### src/source/noc_pkg.sv
package noc_pkg;

   localparam int x_cord_width_gp = 4;

   typedef logic [x_cord_width_gp-1:0] x_cord_t;

   typedef logic [31:0] req_payload_t;
   typedef logic [15:0] cmd_payload_t;

   // Header sits in the low bits, below the payload
   typedef struct packed
   {
      req_payload_t payload;
      x_cord_t      dst;
   } req_flit_t;

   typedef struct packed
   {
      cmd_payload_t payload;
      x_cord_t      dst;
   } cmd_flit_t;

   // Router port index
   typedef enum logic [1:0]
   {
      dir_p   = 2'd0,
      dir_w   = 2'd1,
      dir_e_c = 2'd2
   } dir_e;

endpackage

### src/source/flit_fifo.sv
`timescale 1ns/10ps

module flit_fifo
  #(parameter int fifo_els_p = 2
    , parameter type flit_t = logic
    )
   (input                clk_i
    , input              rst_i

    , input  flit_t      data_i
    , input              v_i
    , output logic       ready_o

    , output flit_t      data_o
    , output logic       v_o
    , input              yumi_i
    );

   localparam int ptr_width_lp = $clog2(fifo_els_p);
   localparam int cnt_width_lp = $clog2(fifo_els_p + 1);

   flit_t                   mem_r [fifo_els_p];
   logic [ptr_width_lp-1:0] wptr_r;
   logic [ptr_width_lp-1:0] rptr_r;
   logic [cnt_width_lp-1:0] count_r;
   logic                    wr_en;
   logic                    rd_en;

   function automatic logic [ptr_width_lp-1:0] next_ptr(logic [ptr_width_lp-1:0] ptr);
      if (ptr == ptr_width_lp'(fifo_els_p - 1))
         return '0;
      else
         return ptr + 1'b1;
   endfunction

   assign ready_o = (count_r != cnt_width_lp'(fifo_els_p));
   assign v_o     = (count_r != '0);
   assign data_o  = mem_r[rptr_r];

   assign wr_en = v_i & ready_o;
   assign rd_en = yumi_i & v_o;

   always_ff @(posedge clk_i)
   begin
      if (rst_i)
      begin
         wptr_r  <= '0;
         rptr_r  <= '0;
         count_r <= '0;
      end
      else
      begin
         if (wr_en)
            wptr_r <= next_ptr(wptr_r);
         if (rd_en)
            rptr_r <= next_ptr(rptr_r);
         if (wr_en && !rd_en)
            count_r <= count_r + 1'b1;
         else if (rd_en && !wr_en)
            count_r <= count_r - 1'b1;
      end
   end

   always_ff @(posedge clk_i)
   begin
      if (wr_en)
         mem_r[wptr_r] <= data_i;
   end

   // Router only pops a head that is there
   assert property (@(posedge clk_i) disable iff (rst_i) yumi_i |-> v_o);

   // Refused flit stays offered until the FIFO takes it
   assert property (@(posedge clk_i) disable iff (rst_i)
                    (v_i && !ready_o) |=> (v_i && $stable(data_i)));

endmodule

### src/source/inject_stage.sv
`timescale 1ns/10ps

module inject_stage
  #(parameter type payload_t = noc_pkg::req_payload_t
    , parameter type flit_t = noc_pkg::req_flit_t
    )
   (input                     clk_i
    , input                   rst_i

    , input  payload_t        payload_i
    , input  noc_pkg::x_cord_t dst_i
    , input                   v_i
    , output logic            ready_o

    , output flit_t           flit_o
    , output logic            v_o
    , input                   ready_i
    );

   flit_t flit_r;
   logic  v_r;

   // Empty, or draining this cycle
   assign ready_o = ~v_r | ready_i;
   assign v_o     = v_r;
   assign flit_o  = flit_r;

   always_ff @(posedge clk_i)
   begin
      if (rst_i)
         v_r <= 1'b0;
      else if (ready_o)
         v_r <= v_i;
   end

   always_ff @(posedge clk_i)
   begin
      if (v_i && ready_o)
      begin
         flit_r.payload <= payload_i;
         flit_r.dst     <= dst_i;
      end
   end

endmodule

### src/source/rr_arbiter.sv
`timescale 1ns/10ps

module rr_arbiter
   (input                clk_i
    , input              rst_i
    , input        [2:0] reqs_i
    , output logic [2:0] grants_o
    , input              advance_i
    );

   logic [1:0] last_r;
   logic       hold_r;
   logic [2:0] held_grant_r;
   logic [2:0] search_grant;
   logic [1:0] winner;

   // Search starts one past the last winner
   always_comb
   begin
      int idx;
      search_grant = '0;
      for (int k = 1; k <= 3; k++)
      begin
         idx = (int'(last_r) + k) % 3;
         if (search_grant == '0 && reqs_i[idx])
            search_grant[idx] = 1'b1;
      end
   end

   assign grants_o = hold_r ? held_grant_r : search_grant;
   assign winner   = grants_o[2] ? 2'd2 : (grants_o[1] ? 2'd1 : 2'd0);

   always_ff @(posedge clk_i)
   begin
      if (rst_i)
      begin
         last_r       <= 2'd2;
         hold_r       <= 1'b0;
         held_grant_r <= '0;
      end
      else
      begin
         hold_r       <= (|grants_o) & ~advance_i;
         held_grant_r <= grants_o;
         if (advance_i)
            last_r <= winner;
      end
   end

   assert property (@(posedge clk_i) disable iff (rst_i) $onehot0(grants_o));

endmodule

### src/source/tile_noc.sv
`timescale 1ns/10ps

module tile_noc
  #(parameter int fifo_els_p = 2
    )
   (input                                         clk_i
    , input                                       rst_i
    , input  noc_pkg::x_cord_t                    my_x_i

    // Request network
    , input  noc_pkg::req_payload_t               req_inj_payload_i
    , input  [noc_pkg::x_cord_width_gp-1:0]       req_inj_dst_i
    , input                                       req_inj_v_i
    , output logic                                req_inj_ready_o

    , output noc_pkg::req_payload_t               req_ej_payload_o
    , output logic                                req_ej_v_o
    , input                                       req_ej_ready_i

    , input  noc_pkg::req_flit_t                  req_w_link_i
    , input                                       req_w_v_i
    , output logic                                req_w_ready_o
    , output noc_pkg::req_flit_t                  req_w_link_o
    , output logic                                req_w_v_o
    , input                                       req_w_ready_i

    , input  noc_pkg::req_flit_t                  req_e_link_i
    , input                                       req_e_v_i
    , output logic                                req_e_ready_o
    , output noc_pkg::req_flit_t                  req_e_link_o
    , output logic                                req_e_v_o
    , input                                       req_e_ready_i

    // Command network
    , input  noc_pkg::cmd_payload_t               cmd_inj_payload_i
    , input  [noc_pkg::x_cord_width_gp-1:0]       cmd_inj_dst_i
    , input                                       cmd_inj_v_i
    , output logic                                cmd_inj_ready_o

    , output noc_pkg::cmd_payload_t               cmd_ej_payload_o
    , output logic                                cmd_ej_v_o
    , input                                       cmd_ej_ready_i

    , input  noc_pkg::cmd_flit_t                  cmd_w_link_i
    , input                                       cmd_w_v_i
    , output logic                                cmd_w_ready_o
    , output noc_pkg::cmd_flit_t                  cmd_w_link_o
    , output logic                                cmd_w_v_o
    , input                                       cmd_w_ready_i

    , input  noc_pkg::cmd_flit_t                  cmd_e_link_i
    , input                                       cmd_e_v_i
    , output logic                                cmd_e_ready_o
    , output noc_pkg::cmd_flit_t                  cmd_e_link_o
    , output logic                                cmd_e_v_o
    , input                                       cmd_e_ready_i
    );

   import noc_pkg::*;

   req_flit_t req_inj_flit;
   logic      req_inj_flit_v;
   logic      req_inj_flit_ready;
   req_flit_t req_ej_flit;

   cmd_flit_t cmd_inj_flit;
   logic      cmd_inj_flit_v;
   logic      cmd_inj_flit_ready;
   cmd_flit_t cmd_ej_flit;

   // Eject drops the header
   assign req_ej_payload_o = req_ej_flit.payload;
   assign cmd_ej_payload_o = cmd_ej_flit.payload;

   inject_stage
    #(.payload_t(req_payload_t)
      ,.flit_t(req_flit_t)
      )
    req_inject
     (.clk_i(clk_i)
      ,.rst_i(rst_i)
      ,.payload_i(req_inj_payload_i)
      ,.dst_i(req_inj_dst_i)
      ,.v_i(req_inj_v_i)
      ,.ready_o(req_inj_ready_o)
      ,.flit_o(req_inj_flit)
      ,.v_o(req_inj_flit_v)
      ,.ready_i(req_inj_flit_ready)
      );

   x_router
    #(.fifo_els_p(fifo_els_p)
      ,.flit_t(req_flit_t)
      )
    req_router
     (.clk_i(clk_i)
      ,.rst_i(rst_i)
      ,.my_x_i(my_x_i)
      ,.p_data_i(req_inj_flit)
      ,.p_v_i(req_inj_flit_v)
      ,.p_ready_o(req_inj_flit_ready)
      ,.p_data_o(req_ej_flit)
      ,.p_v_o(req_ej_v_o)
      ,.p_ready_i(req_ej_ready_i)
      ,.w_data_i(req_w_link_i)
      ,.w_v_i(req_w_v_i)
      ,.w_ready_o(req_w_ready_o)
      ,.w_data_o(req_w_link_o)
      ,.w_v_o(req_w_v_o)
      ,.w_ready_i(req_w_ready_i)
      ,.e_data_i(req_e_link_i)
      ,.e_v_i(req_e_v_i)
      ,.e_ready_o(req_e_ready_o)
      ,.e_data_o(req_e_link_o)
      ,.e_v_o(req_e_v_o)
      ,.e_ready_i(req_e_ready_i)
      );

   inject_stage
    #(.payload_t(cmd_payload_t)
      ,.flit_t(cmd_flit_t)
      )
    cmd_inject
     (.clk_i(clk_i)
      ,.rst_i(rst_i)
      ,.payload_i(cmd_inj_payload_i)
      ,.dst_i(cmd_inj_dst_i)
      ,.v_i(cmd_inj_v_i)
      ,.ready_o(cmd_inj_ready_o)
      ,.flit_o(cmd_inj_flit)
      ,.v_o(cmd_inj_flit_v)
      ,.ready_i(cmd_inj_flit_ready)
      );

   x_router
    #(.fifo_els_p(fifo_els_p)
      ,.flit_t(cmd_flit_t)
      )
    cmd_router
     (.clk_i(clk_i)
      ,.rst_i(rst_i)
      ,.my_x_i(my_x_i)
      ,.p_data_i(cmd_inj_flit)
      ,.p_v_i(cmd_inj_flit_v)
      ,.p_ready_o(cmd_inj_flit_ready)
      ,.p_data_o(cmd_ej_flit)
      ,.p_v_o(cmd_ej_v_o)
      ,.p_ready_i(cmd_ej_ready_i)
      ,.w_data_i(cmd_w_link_i)
      ,.w_v_i(cmd_w_v_i)
      ,.w_ready_o(cmd_w_ready_o)
      ,.w_data_o(cmd_w_link_o)
      ,.w_v_o(cmd_w_v_o)
      ,.w_ready_i(cmd_w_ready_i)
      ,.e_data_i(cmd_e_link_i)
      ,.e_v_i(cmd_e_v_i)
      ,.e_ready_o(cmd_e_ready_o)
      ,.e_data_o(cmd_e_link_o)
      ,.e_v_o(cmd_e_v_o)
      ,.e_ready_i(cmd_e_ready_i)
      );

endmodule

### src/source/x_router.sv
`timescale 1ns/10ps

module x_router
  #(parameter int fifo_els_p = 2
    , parameter type flit_t = noc_pkg::req_flit_t
    )
   (input                      clk_i
    , input                    rst_i
    , input  noc_pkg::x_cord_t my_x_i

    , input  flit_t            p_data_i
    , input                    p_v_i
    , output logic             p_ready_o
    , output flit_t            p_data_o
    , output logic             p_v_o
    , input                    p_ready_i

    , input  flit_t            w_data_i
    , input                    w_v_i
    , output logic             w_ready_o
    , output flit_t            w_data_o
    , output logic             w_v_o
    , input                    w_ready_i

    , input  flit_t            e_data_i
    , input                    e_v_i
    , output logic             e_ready_o
    , output flit_t            e_data_o
    , output logic             e_v_o
    , input                    e_ready_i
    );

   import noc_pkg::*;

   localparam int ports_lp = 3;

   flit_t               in_data [ports_lp];
   logic [ports_lp-1:0] in_v;
   logic [ports_lp-1:0] in_ready;

   flit_t               head_data [ports_lp];
   logic [ports_lp-1:0] head_v;
   logic [ports_lp-1:0] head_yumi;
   dir_e                head_dir [ports_lp];

   logic [ports_lp-1:0] out_reqs [ports_lp];
   logic [ports_lp-1:0] out_grants [ports_lp];
   flit_t               out_data [ports_lp];
   logic [ports_lp-1:0] out_v;
   logic [ports_lp-1:0] out_ready;
   logic [ports_lp-1:0] out_advance;

   function automatic dir_e route_f(x_cord_t dst, x_cord_t my_x);
      if (dst == my_x)
         return dir_p;
      else if (dst > my_x)
         return dir_e_c;
      else
         return dir_w;
   endfunction

   // Bit order follows the dir_e values
   assign in_data[dir_p]   = p_data_i;
   assign in_data[dir_w]   = w_data_i;
   assign in_data[dir_e_c] = e_data_i;
   assign in_v             = {e_v_i, w_v_i, p_v_i};
   assign out_ready        = {e_ready_i, w_ready_i, p_ready_i};

   assign p_ready_o = in_ready[dir_p];
   assign w_ready_o = in_ready[dir_w];
   assign e_ready_o = in_ready[dir_e_c];

   assign p_data_o = out_data[dir_p];
   assign w_data_o = out_data[dir_w];
   assign e_data_o = out_data[dir_e_c];
   assign p_v_o    = out_v[dir_p];
   assign w_v_o    = out_v[dir_w];
   assign e_v_o    = out_v[dir_e_c];

   for (genvar i = 0; i < ports_lp; i++)
   begin : g_in
      flit_fifo
       #(.fifo_els_p(fifo_els_p)
         ,.flit_t(flit_t)
         )
       fifo
        (.clk_i(clk_i)
         ,.rst_i(rst_i)
         ,.data_i(in_data[i])
         ,.v_i(in_v[i])
         ,.ready_o(in_ready[i])
         ,.data_o(head_data[i])
         ,.v_o(head_v[i])
         ,.yumi_i(head_yumi[i])
         );

      assign head_dir[i] = route_f(head_data[i].dst, my_x_i);
   end

   for (genvar o = 0; o < ports_lp; o++)
   begin : g_out
      for (genvar i = 0; i < ports_lp; i++)
      begin : g_req
         assign out_reqs[o][i] = head_v[i] && (head_dir[i] == dir_e'(o));
      end

      rr_arbiter arb
        (.clk_i(clk_i)
         ,.rst_i(rst_i)
         ,.reqs_i(out_reqs[o])
         ,.grants_o(out_grants[o])
         ,.advance_i(out_advance[o])
         );

      assign out_v[o]       = |out_grants[o];
      assign out_advance[o] = out_v[o] & out_ready[o];

      always_comb
      begin
         out_data[o] = head_data[0];
         for (int i = 0; i < ports_lp; i++)
         begin
            if (out_grants[o][i])
               out_data[o] = head_data[i];
         end
      end
   end

   // Winner leaves its FIFO when its output takes the flit
   always_comb
   begin
      head_yumi = '0;
      for (int o = 0; o < ports_lp; o++)
         head_yumi = head_yumi | (out_grants[o] & {ports_lp{out_advance[o]}});
   end

   // Neighbour routers never send a flit back where it came from
   assert property (@(posedge clk_i) disable iff (rst_i)
                    head_v[dir_w] |-> (head_dir[dir_w] != dir_w));
   assert property (@(posedge clk_i) disable iff (rst_i)
                    head_v[dir_e_c] |-> (head_dir[dir_e_c] != dir_e_c));

endmodule

### config.mk
export PLATFORM = sky130hd
export DESIGN_NAME = tile_noc
export DESIGN_NICKNAME = d
export VERILOG_FILES = /design/src/source/noc_pkg.sv /design/src/source/flit_fifo.sv /design/src/source/inject_stage.sv /design/src/source/rr_arbiter.sv /design/src/source/tile_noc.sv /design/src/source/x_router.sv
export SDC_FILE = /design/constraint.sdc
export NUM_CORES = 1
export LEC_CHECK = 0
export BUFFER_PORTS_ARGS = -buffer_cell sky130_fd_sc_hd__buf_4
export CAP_MARGIN = 5
export CORE_AREA = 5 5 210 212
export CTS_BUF_LIST = sky130_fd_sc_hd__clkbuf_8 sky130_fd_sc_hd__clkbuf_16
export DETAILED_ROUTE_END_ITERATION = 8
export DIE_AREA = 0 0 215 217
export MAX_ROUTING_LAYER = met4
export PLACE_DENSITY = 0.82
export SYNTH_ARGS = -nofsm -noshare
export SYNTH_HDL_FRONTEND = slang
export SYNTH_SLANG_ARGS = --single-unit
### constraint.sdc
create_clock -name clk_i -period 6.3 [get_ports clk_i]
set_clock_uncertainty 0.05 [all_clocks]
set_input_delay 0.315 -clock clk_i [delete_from_list [all_inputs] [get_ports clk_i]]
set_output_delay 0.315 -clock clk_i [all_outputs]
set_load 0.01 [all_outputs]
Word level (Yosys, flattened, before mapping)

Memory sizes are Yosys's and may differ from the RTL's. A register that Yosys moved wholly into a read port is not among the register bits.
Cells that the tools add are included.

Bits in registers: 118
Bits in writable memories: 336
Bits of input ports: 186
Output and inout bits: 172
Logic and storage cells: 538
Memories: 6

Add/subtract/negate cells: 42
Divide/modulo/power cells: 18
Order comparisons: 42
Equality and inequality tests: 24
Mux-type cells: 198
Bitwise logic cells: 56
Reduce and logical (&&, ||, !) cells: 110

Memory list:

| memory                        | depth | bits a word | read ports | clocked after Yosys merged registers in | write ports | RTL line        | RTL |
|---|---|---|---|---|---|---|---|
| req_router.g_in[0].fifo.mem_r | 2     | 36          | 1          | 1                                       | 1           | flit_fifo.sv:22 | `flit_t mem_r [fifo_els_p];` |
| req_router.g_in[1].fifo.mem_r | 2     | 36          | 1          | 1                                       | 1           | flit_fifo.sv:22 |  |
| req_router.g_in[2].fifo.mem_r | 2     | 36          | 1          | 1                                       | 1           | flit_fifo.sv:22 |  |
| cmd_router.g_in[0].fifo.mem_r | 2     | 20          | 1          | 1                                       | 1           | flit_fifo.sv:22 |  |
| cmd_router.g_in[1].fifo.mem_r | 2     | 20          | 1          | 1                                       | 1           | flit_fifo.sv:22 |  |
| cmd_router.g_in[2].fifo.mem_r | 2     | 20          | 1          | 1                                       | 1           | flit_fifo.sv:22 |  |

Operators with widths:

| cell                                                                     | number |
|---|---|
| 32-bit by 1-bit >= comparator with 1-bit output, second input constant   | 18 |
| 32-bit by 4-bit < comparator with 1-bit output, second input constant    | 18 |
| 32-bit by 3-bit remainder unit with 32-bit output, second input constant | 18 |
| 36-bit 2-to-1 mux                                                        | 6 |
| 20-bit 2-to-1 mux                                                        | 6 |
| 1-bit 2-to-1 mux                                                         | 96 |
| 3-bit 2-to-1 mux                                                         | 24 |
| 1-bit logical AND                                                        | 62 |
| 2-bit 2-to-1 mux                                                         | 30 |
| 3-bit bitwise OR                                                         | 16 |
| 2-bit by 2-bit adder with 3-bit output, second input constant            | 12 |
| 1-bit binary-select mux with 2-bit select                                | 18 |
| 1-bit demux with 2-bit select                                            | 18 |
| 3-bit logical NOT                                                        | 12 |
| 1-bit AND                                                                | 24 |
| 4-bit == test                                                            | 6 |
| 4-bit greater-than comparator                                            | 6 |
| 2-bit nonzero test                                                       | 12 |
| 2-bit by 1-bit adder with 3-bit output, second input constant            | 6 |
| 3-bit AND                                                                | 6 |
| 3-bit OR reduction                                                       | 6 |
| 1-bit adder, second input constant                                       | 12 |
| 2-bit by 1-bit adder with 2-bit output, second input constant            | 6 |
| 2-bit by 1-bit == test with 1-bit output, second input constant          | 6 |
| 7 further kinds                                                          | 46 |

Depth between registers and ports, before layout

Word-level depth: 25
Gate-level depth with buffers: 20
Depth with buffers taken out: 16

Modules after synthesis

From an unflattened synthesis, not the netlist that was laid out.

Cells, all modules: 1,809
Area, all modules: 22,942.0 sq um

By module, submodules not included:

| module                                  | times used | cells an instance | area an instance (sq um) | seq. area each (sq um) |
|---|---|---|---|---|
| flit_fifo (req_router.g_in[0].fifo ...) | 3          | 136               | 2,817.7                  | 2,262.2 |
| flit_fifo (cmd_router.g_in[0].fifo ...) | 3          | 86                | 1,659.1                  | 1,301.2 |
| rr_arbiter                              | 6          | 67                | 553.0                    | 120.1 |
| x_router (req_router)                   | 1          | 417               | 2,683.8                  | 0.0 |
| x_router (cmd_router)                   | 1          | 258               | 1,717.9                  | 0.0 |
| inject_stage (req_inject)               | 1          | 41                | 1,136.1                  | 1,101.1 |
| inject_stage (cmd_inject)               | 1          | 25                | 655.6                    | 620.6 |

Least setup slack after synthesis

No wires, ideal clock.

Kind: register -> register
Start: register (tool-made name)
End: register req_router.g_in[1].fifo.count_r[1]
Library setup time: 70 ps
Arrival: 4,473 ps
Required time: 6,180 ps
Setup slack: 1,706 ps
Stages on the path, launching flop included: 18
Buffers on the path: 3
Clock period less this slack: 4,594 ps
Cells stage by stage: dfxtp_1 -> clkbuf_1 -> clkbuf_1 -> mux2i_1 -> inv_1 -> ha_1 -> nor2b_1 -> o31ai_2 -> a211o_4 -> a311oi_2 -> a311oi_1 -> or4b_4 -> a21oi_4 -> buf_6 -> a2bb2oi_2 -> ha_1 -> or3_1 -> a21oi_1

RTL lines:

| item                 | RTL line        | RTL |
|---|---|---|
| end signal, assigned | flit_fifo.sv:58 | `count_r <= count_r + 1'b1;` |
| end signal, assigned | flit_fifo.sv:60 | `count_r <= count_r - 1'b1;` |
| end, declared        | flit_fifo.sv:25 | `logic [cnt_width_lp-1:0] count_r;` |

==> impl_metrics.json <==
{
  "cts_buffers": 47,
  "root_buffer": "clkbuf_16",
  "grt_max_degree": 77,
  "syn_to_final_growth_pct": 29.3,
  "num_vias": 17608,
  "rows": 75,
  "synth_nets": 1999,
  "netlist_area_um2": 22700,
  "synth.distinct_cells": 89,
  "synth_edf_count": 392,
  "fillers": 2635,
  "hold_class": "primary input to flop",
  "cts_hold_buffers": 175,
  "outcome": "finished, final reports clean",
  "seq_area_frac_synth": 0.579,
  "fmax_mhz": 171,
  "drc_errors": 0,
  "dr.pass1.iters": 6,
  "grtUsageMet3": 0.0513,
  "path_clk_slew_ns": 0.06,
  "post-cts-setup-buffers": 0,
  "whs_ns": 0.0591,
  "ant_nets": 0,
  "fp.dieW_um": 215,
  "fin_cells": 2863,
  "design.portCount": 358,
  "leakage_nw": 11.8,
  "max_slew.worst_pin.slew_ns": 1.25,
  "clockBufferDepth": 3,
  "synth_area_per_cell_um2": 12.9,
  "initial_utilization": 0.543,
  "synth_flop_cell": "edfxtp_1",
  "post-dp-hpwl_um": 44400,
  "nets": 2516,
  "coreArea_um2": 41800,
  "cts_resized": 0,
  "wirelength_um": 69500,
  "clock_latency_ns": 0.59,
  "cts-htree-levels": 2,
  "p_per_area_nw_per_um2": 580,
  "synth_top_family_by_area": "multiplexers",
  "crit_path_max_fanout": 41,
  "slew_headroom": 0.164,
  "yosys_warnings": 0,
  "grt_busiest_layer": "met2",
  "setup_tns_ns": 0,
  "min_period_ns": 5.85,
  "overflow": 0,
  "synthAdderAreaFrac": 0.0298,
  "port-buffer-count": 357,
  "synth-seq-cells": 460,
  "synthSimpleGateAreaFrac": 0.0776,
  "maxCapViolations": 0,
  "met1_usage": 0.366,
  "rsz0062_at_grt": "false",
  "finalCritPeriodShare": 0.928,
  "hold_viol": 0,
  "placed_cells": 2591,
  "cp-start-kind": "flop",
  "met2_usage": 0.485,
  "cts_tree": "built",
  "syn-instance-count": 1759,
  "grt_pass1_wl_um": 105000,
  "cp.arrival_ns": 5.48,
  "synthMuxAreaShare": 0.185,
  "gr-usage-all-layers": 0.294,
  "setup_violations": 0,
  "grt_pass1_vias": 17933,
  "finalPower_mw": 17.0,
  "die-area_um2": 46700,
  "utilization": 0.702,
  "synth_xor_area_frac": 0.00695,
  "synth_compound_area_frac": 0.0920,
  "vias_per_cell": 6.15,
  "final_max_slew_viol_count": 0,
  "antenna_found_initial": 7,
  "crit_required_ns": 5.93,
  "end_kind": "output pin",
  "drt_iter0_drc": 1595,
  "layout-drive-gt1-share": 0.257,
  "die_h_um": 217,
  "gp_congestion": 0.926,
  "ir_drop_mv": 0.555,
  "worstSetupPathType": "flop to output pin",
  "clock_sinks": 460,
  "async_flop_share": 0,
  "wl_per_cell_um": 24.3
}
-- cell usage after synthesis (all sizes together) (16+ instances only) --
cell    count  share of area
a21oi     105          0.024
buf        36         0.0090
nand3      16         0.0035
nand2b     17         0.0047
mux2      104          0.052
nand2      57         0.0094
edfxtp    392           0.52
ha         54          0.030
clkbuf     55         0.0091
mux2i     303           0.13
nor2      147          0.025
xor2       18         0.0070
inv        64          0.011
o21ai      57          0.013
dfxtp      68          0.060
-- through the flow --
stage / setup slack [ns] / area [µm²]
2_1_floorplan: 1.71 / 22700
3_3_place_gp: 1.13 / 25900
3_5_place_dp: 1.09 / 25900
4_1_cts: 0.459 / 29300
5_1_grt: 0.174 / 29300
6_report: 0.453 / 29300
-- cells in the final DEF (no fill, tap or decap), types with 9 or more instances in the layout --
cell type	instances
nand3_1	16
a21oi_1	103
nor2b_1	10
or3_1	11
ha_1	54
xor2_1	18
dfxtp_1	65
clkbuf_16	48
mux2i_1	303
a31oi_1	14
buf_4	384
nor3_1	13
dlygate4sd3_1	175
nand4_1	14
mux2_2	97
edfxtp_1	392
nor2_1	139
and2_1	12
diode_2	11
nand2b_1	17
o21ai_0	49
inv_1	75
o21a_1	9
nand2_1	56
and3_1	11
-- final timing paths --
check | start | end | slack (ns) | cells after the start
setup reg to reg | flop | req_router.g_in[1].fifo.count_r[1] | 1.10 | 15
hold / removal | cmd_e_ready_i | cmd_router.g_out[2].arb.hold_r | 0.06 | 3
hold reg to reg | req_inject.flit_o[30] | req_router.g_in[0].fifo.mem_r[1][30] | 0.39 | 0
setup / recovery | flop | req_e_link_o[0] | 0.45 | 14
-- power breakdown --
part           total [mW]  switching [mW]  internal (mW)
combinational        9.94            5.65           4.28
clock                2.92            1.20           1.72
sequential           4.14           0.307           3.84
-- worst max-delay path: stages (launching register included) --
cell and delay [ns]:
dfxtp_2 0.77, mux2i_1 0.38, inv_1 0.09, ha_1 0.30, and4_1 0.29, nor2_1 0.26
a21boi_0 0.39, o21ai_0 0.15, a221oi_1 0.41, a31oi_1 0.20, a21oi_4 0.17, buf_4 0.55
mux2_2 0.41, mux2i_1 0.32, buf_4 0.20
-- cell type report --
cell class,instances,area (µm²),area share
Tap cell,539,674,0.0230
Antenna cell,11,27.5,0.000939
Sequential cell,460,13100,0.448
Clock inverter,34,345,0.0118
Multi-Input combinational cell,1143,9000,0.307
Inverter,65,244,0.00832
Clock buffer,52,1260,0.0428
Timing Repair Buffer,559,4630,0.158
-- cells by family after synthesis --
family,after synthesis
muxes,407
AOI/OAI and AO/OA,308
adders and majority gates,54
buffers and inverters,156
DFF,460
xor gates and xnor gates,18
and+or+nand+nor,356
-- flip-flops by register name, summed over array words and instances (netlist names), 3 cells and up, named ones only --
register and count:
req_router.g_out.arb.last_r 6, req_router.g_in.fifo.rptr_r 3, cmd_router.g_out.arb.held_grant_r 9, req_router.g_out.arb.hold_r 3, req_inject.flit_o 36, cmd_router.g_out.arb.hold_r 3
req_router.g_out.arb.held_grant_r 9, req_router.g_in.fifo.wptr_r 3, cmd_router.g_in.fifo.wptr_r 3, cmd_inject.flit_o 20, cmd_router.g_in.fifo.rptr_r 3, req_router.g_in.fifo.count_r 6
cmd_router.g_out.arb.last_r 6, cmd_router.g_in.fifo.mem_r 120, cmd_router.g_in.fifo.count_r 6, req_router.g_in.fifo.mem_r 216
-- per-layer routing --
metal	vias up	share of wire
li1	7746	-
met1	8617	0.39
met2	1019	0.49
met3	226	0.074
met4	0	0.047
met5	-	0
No activity file was read; power rests on OpenSTA's default activity.
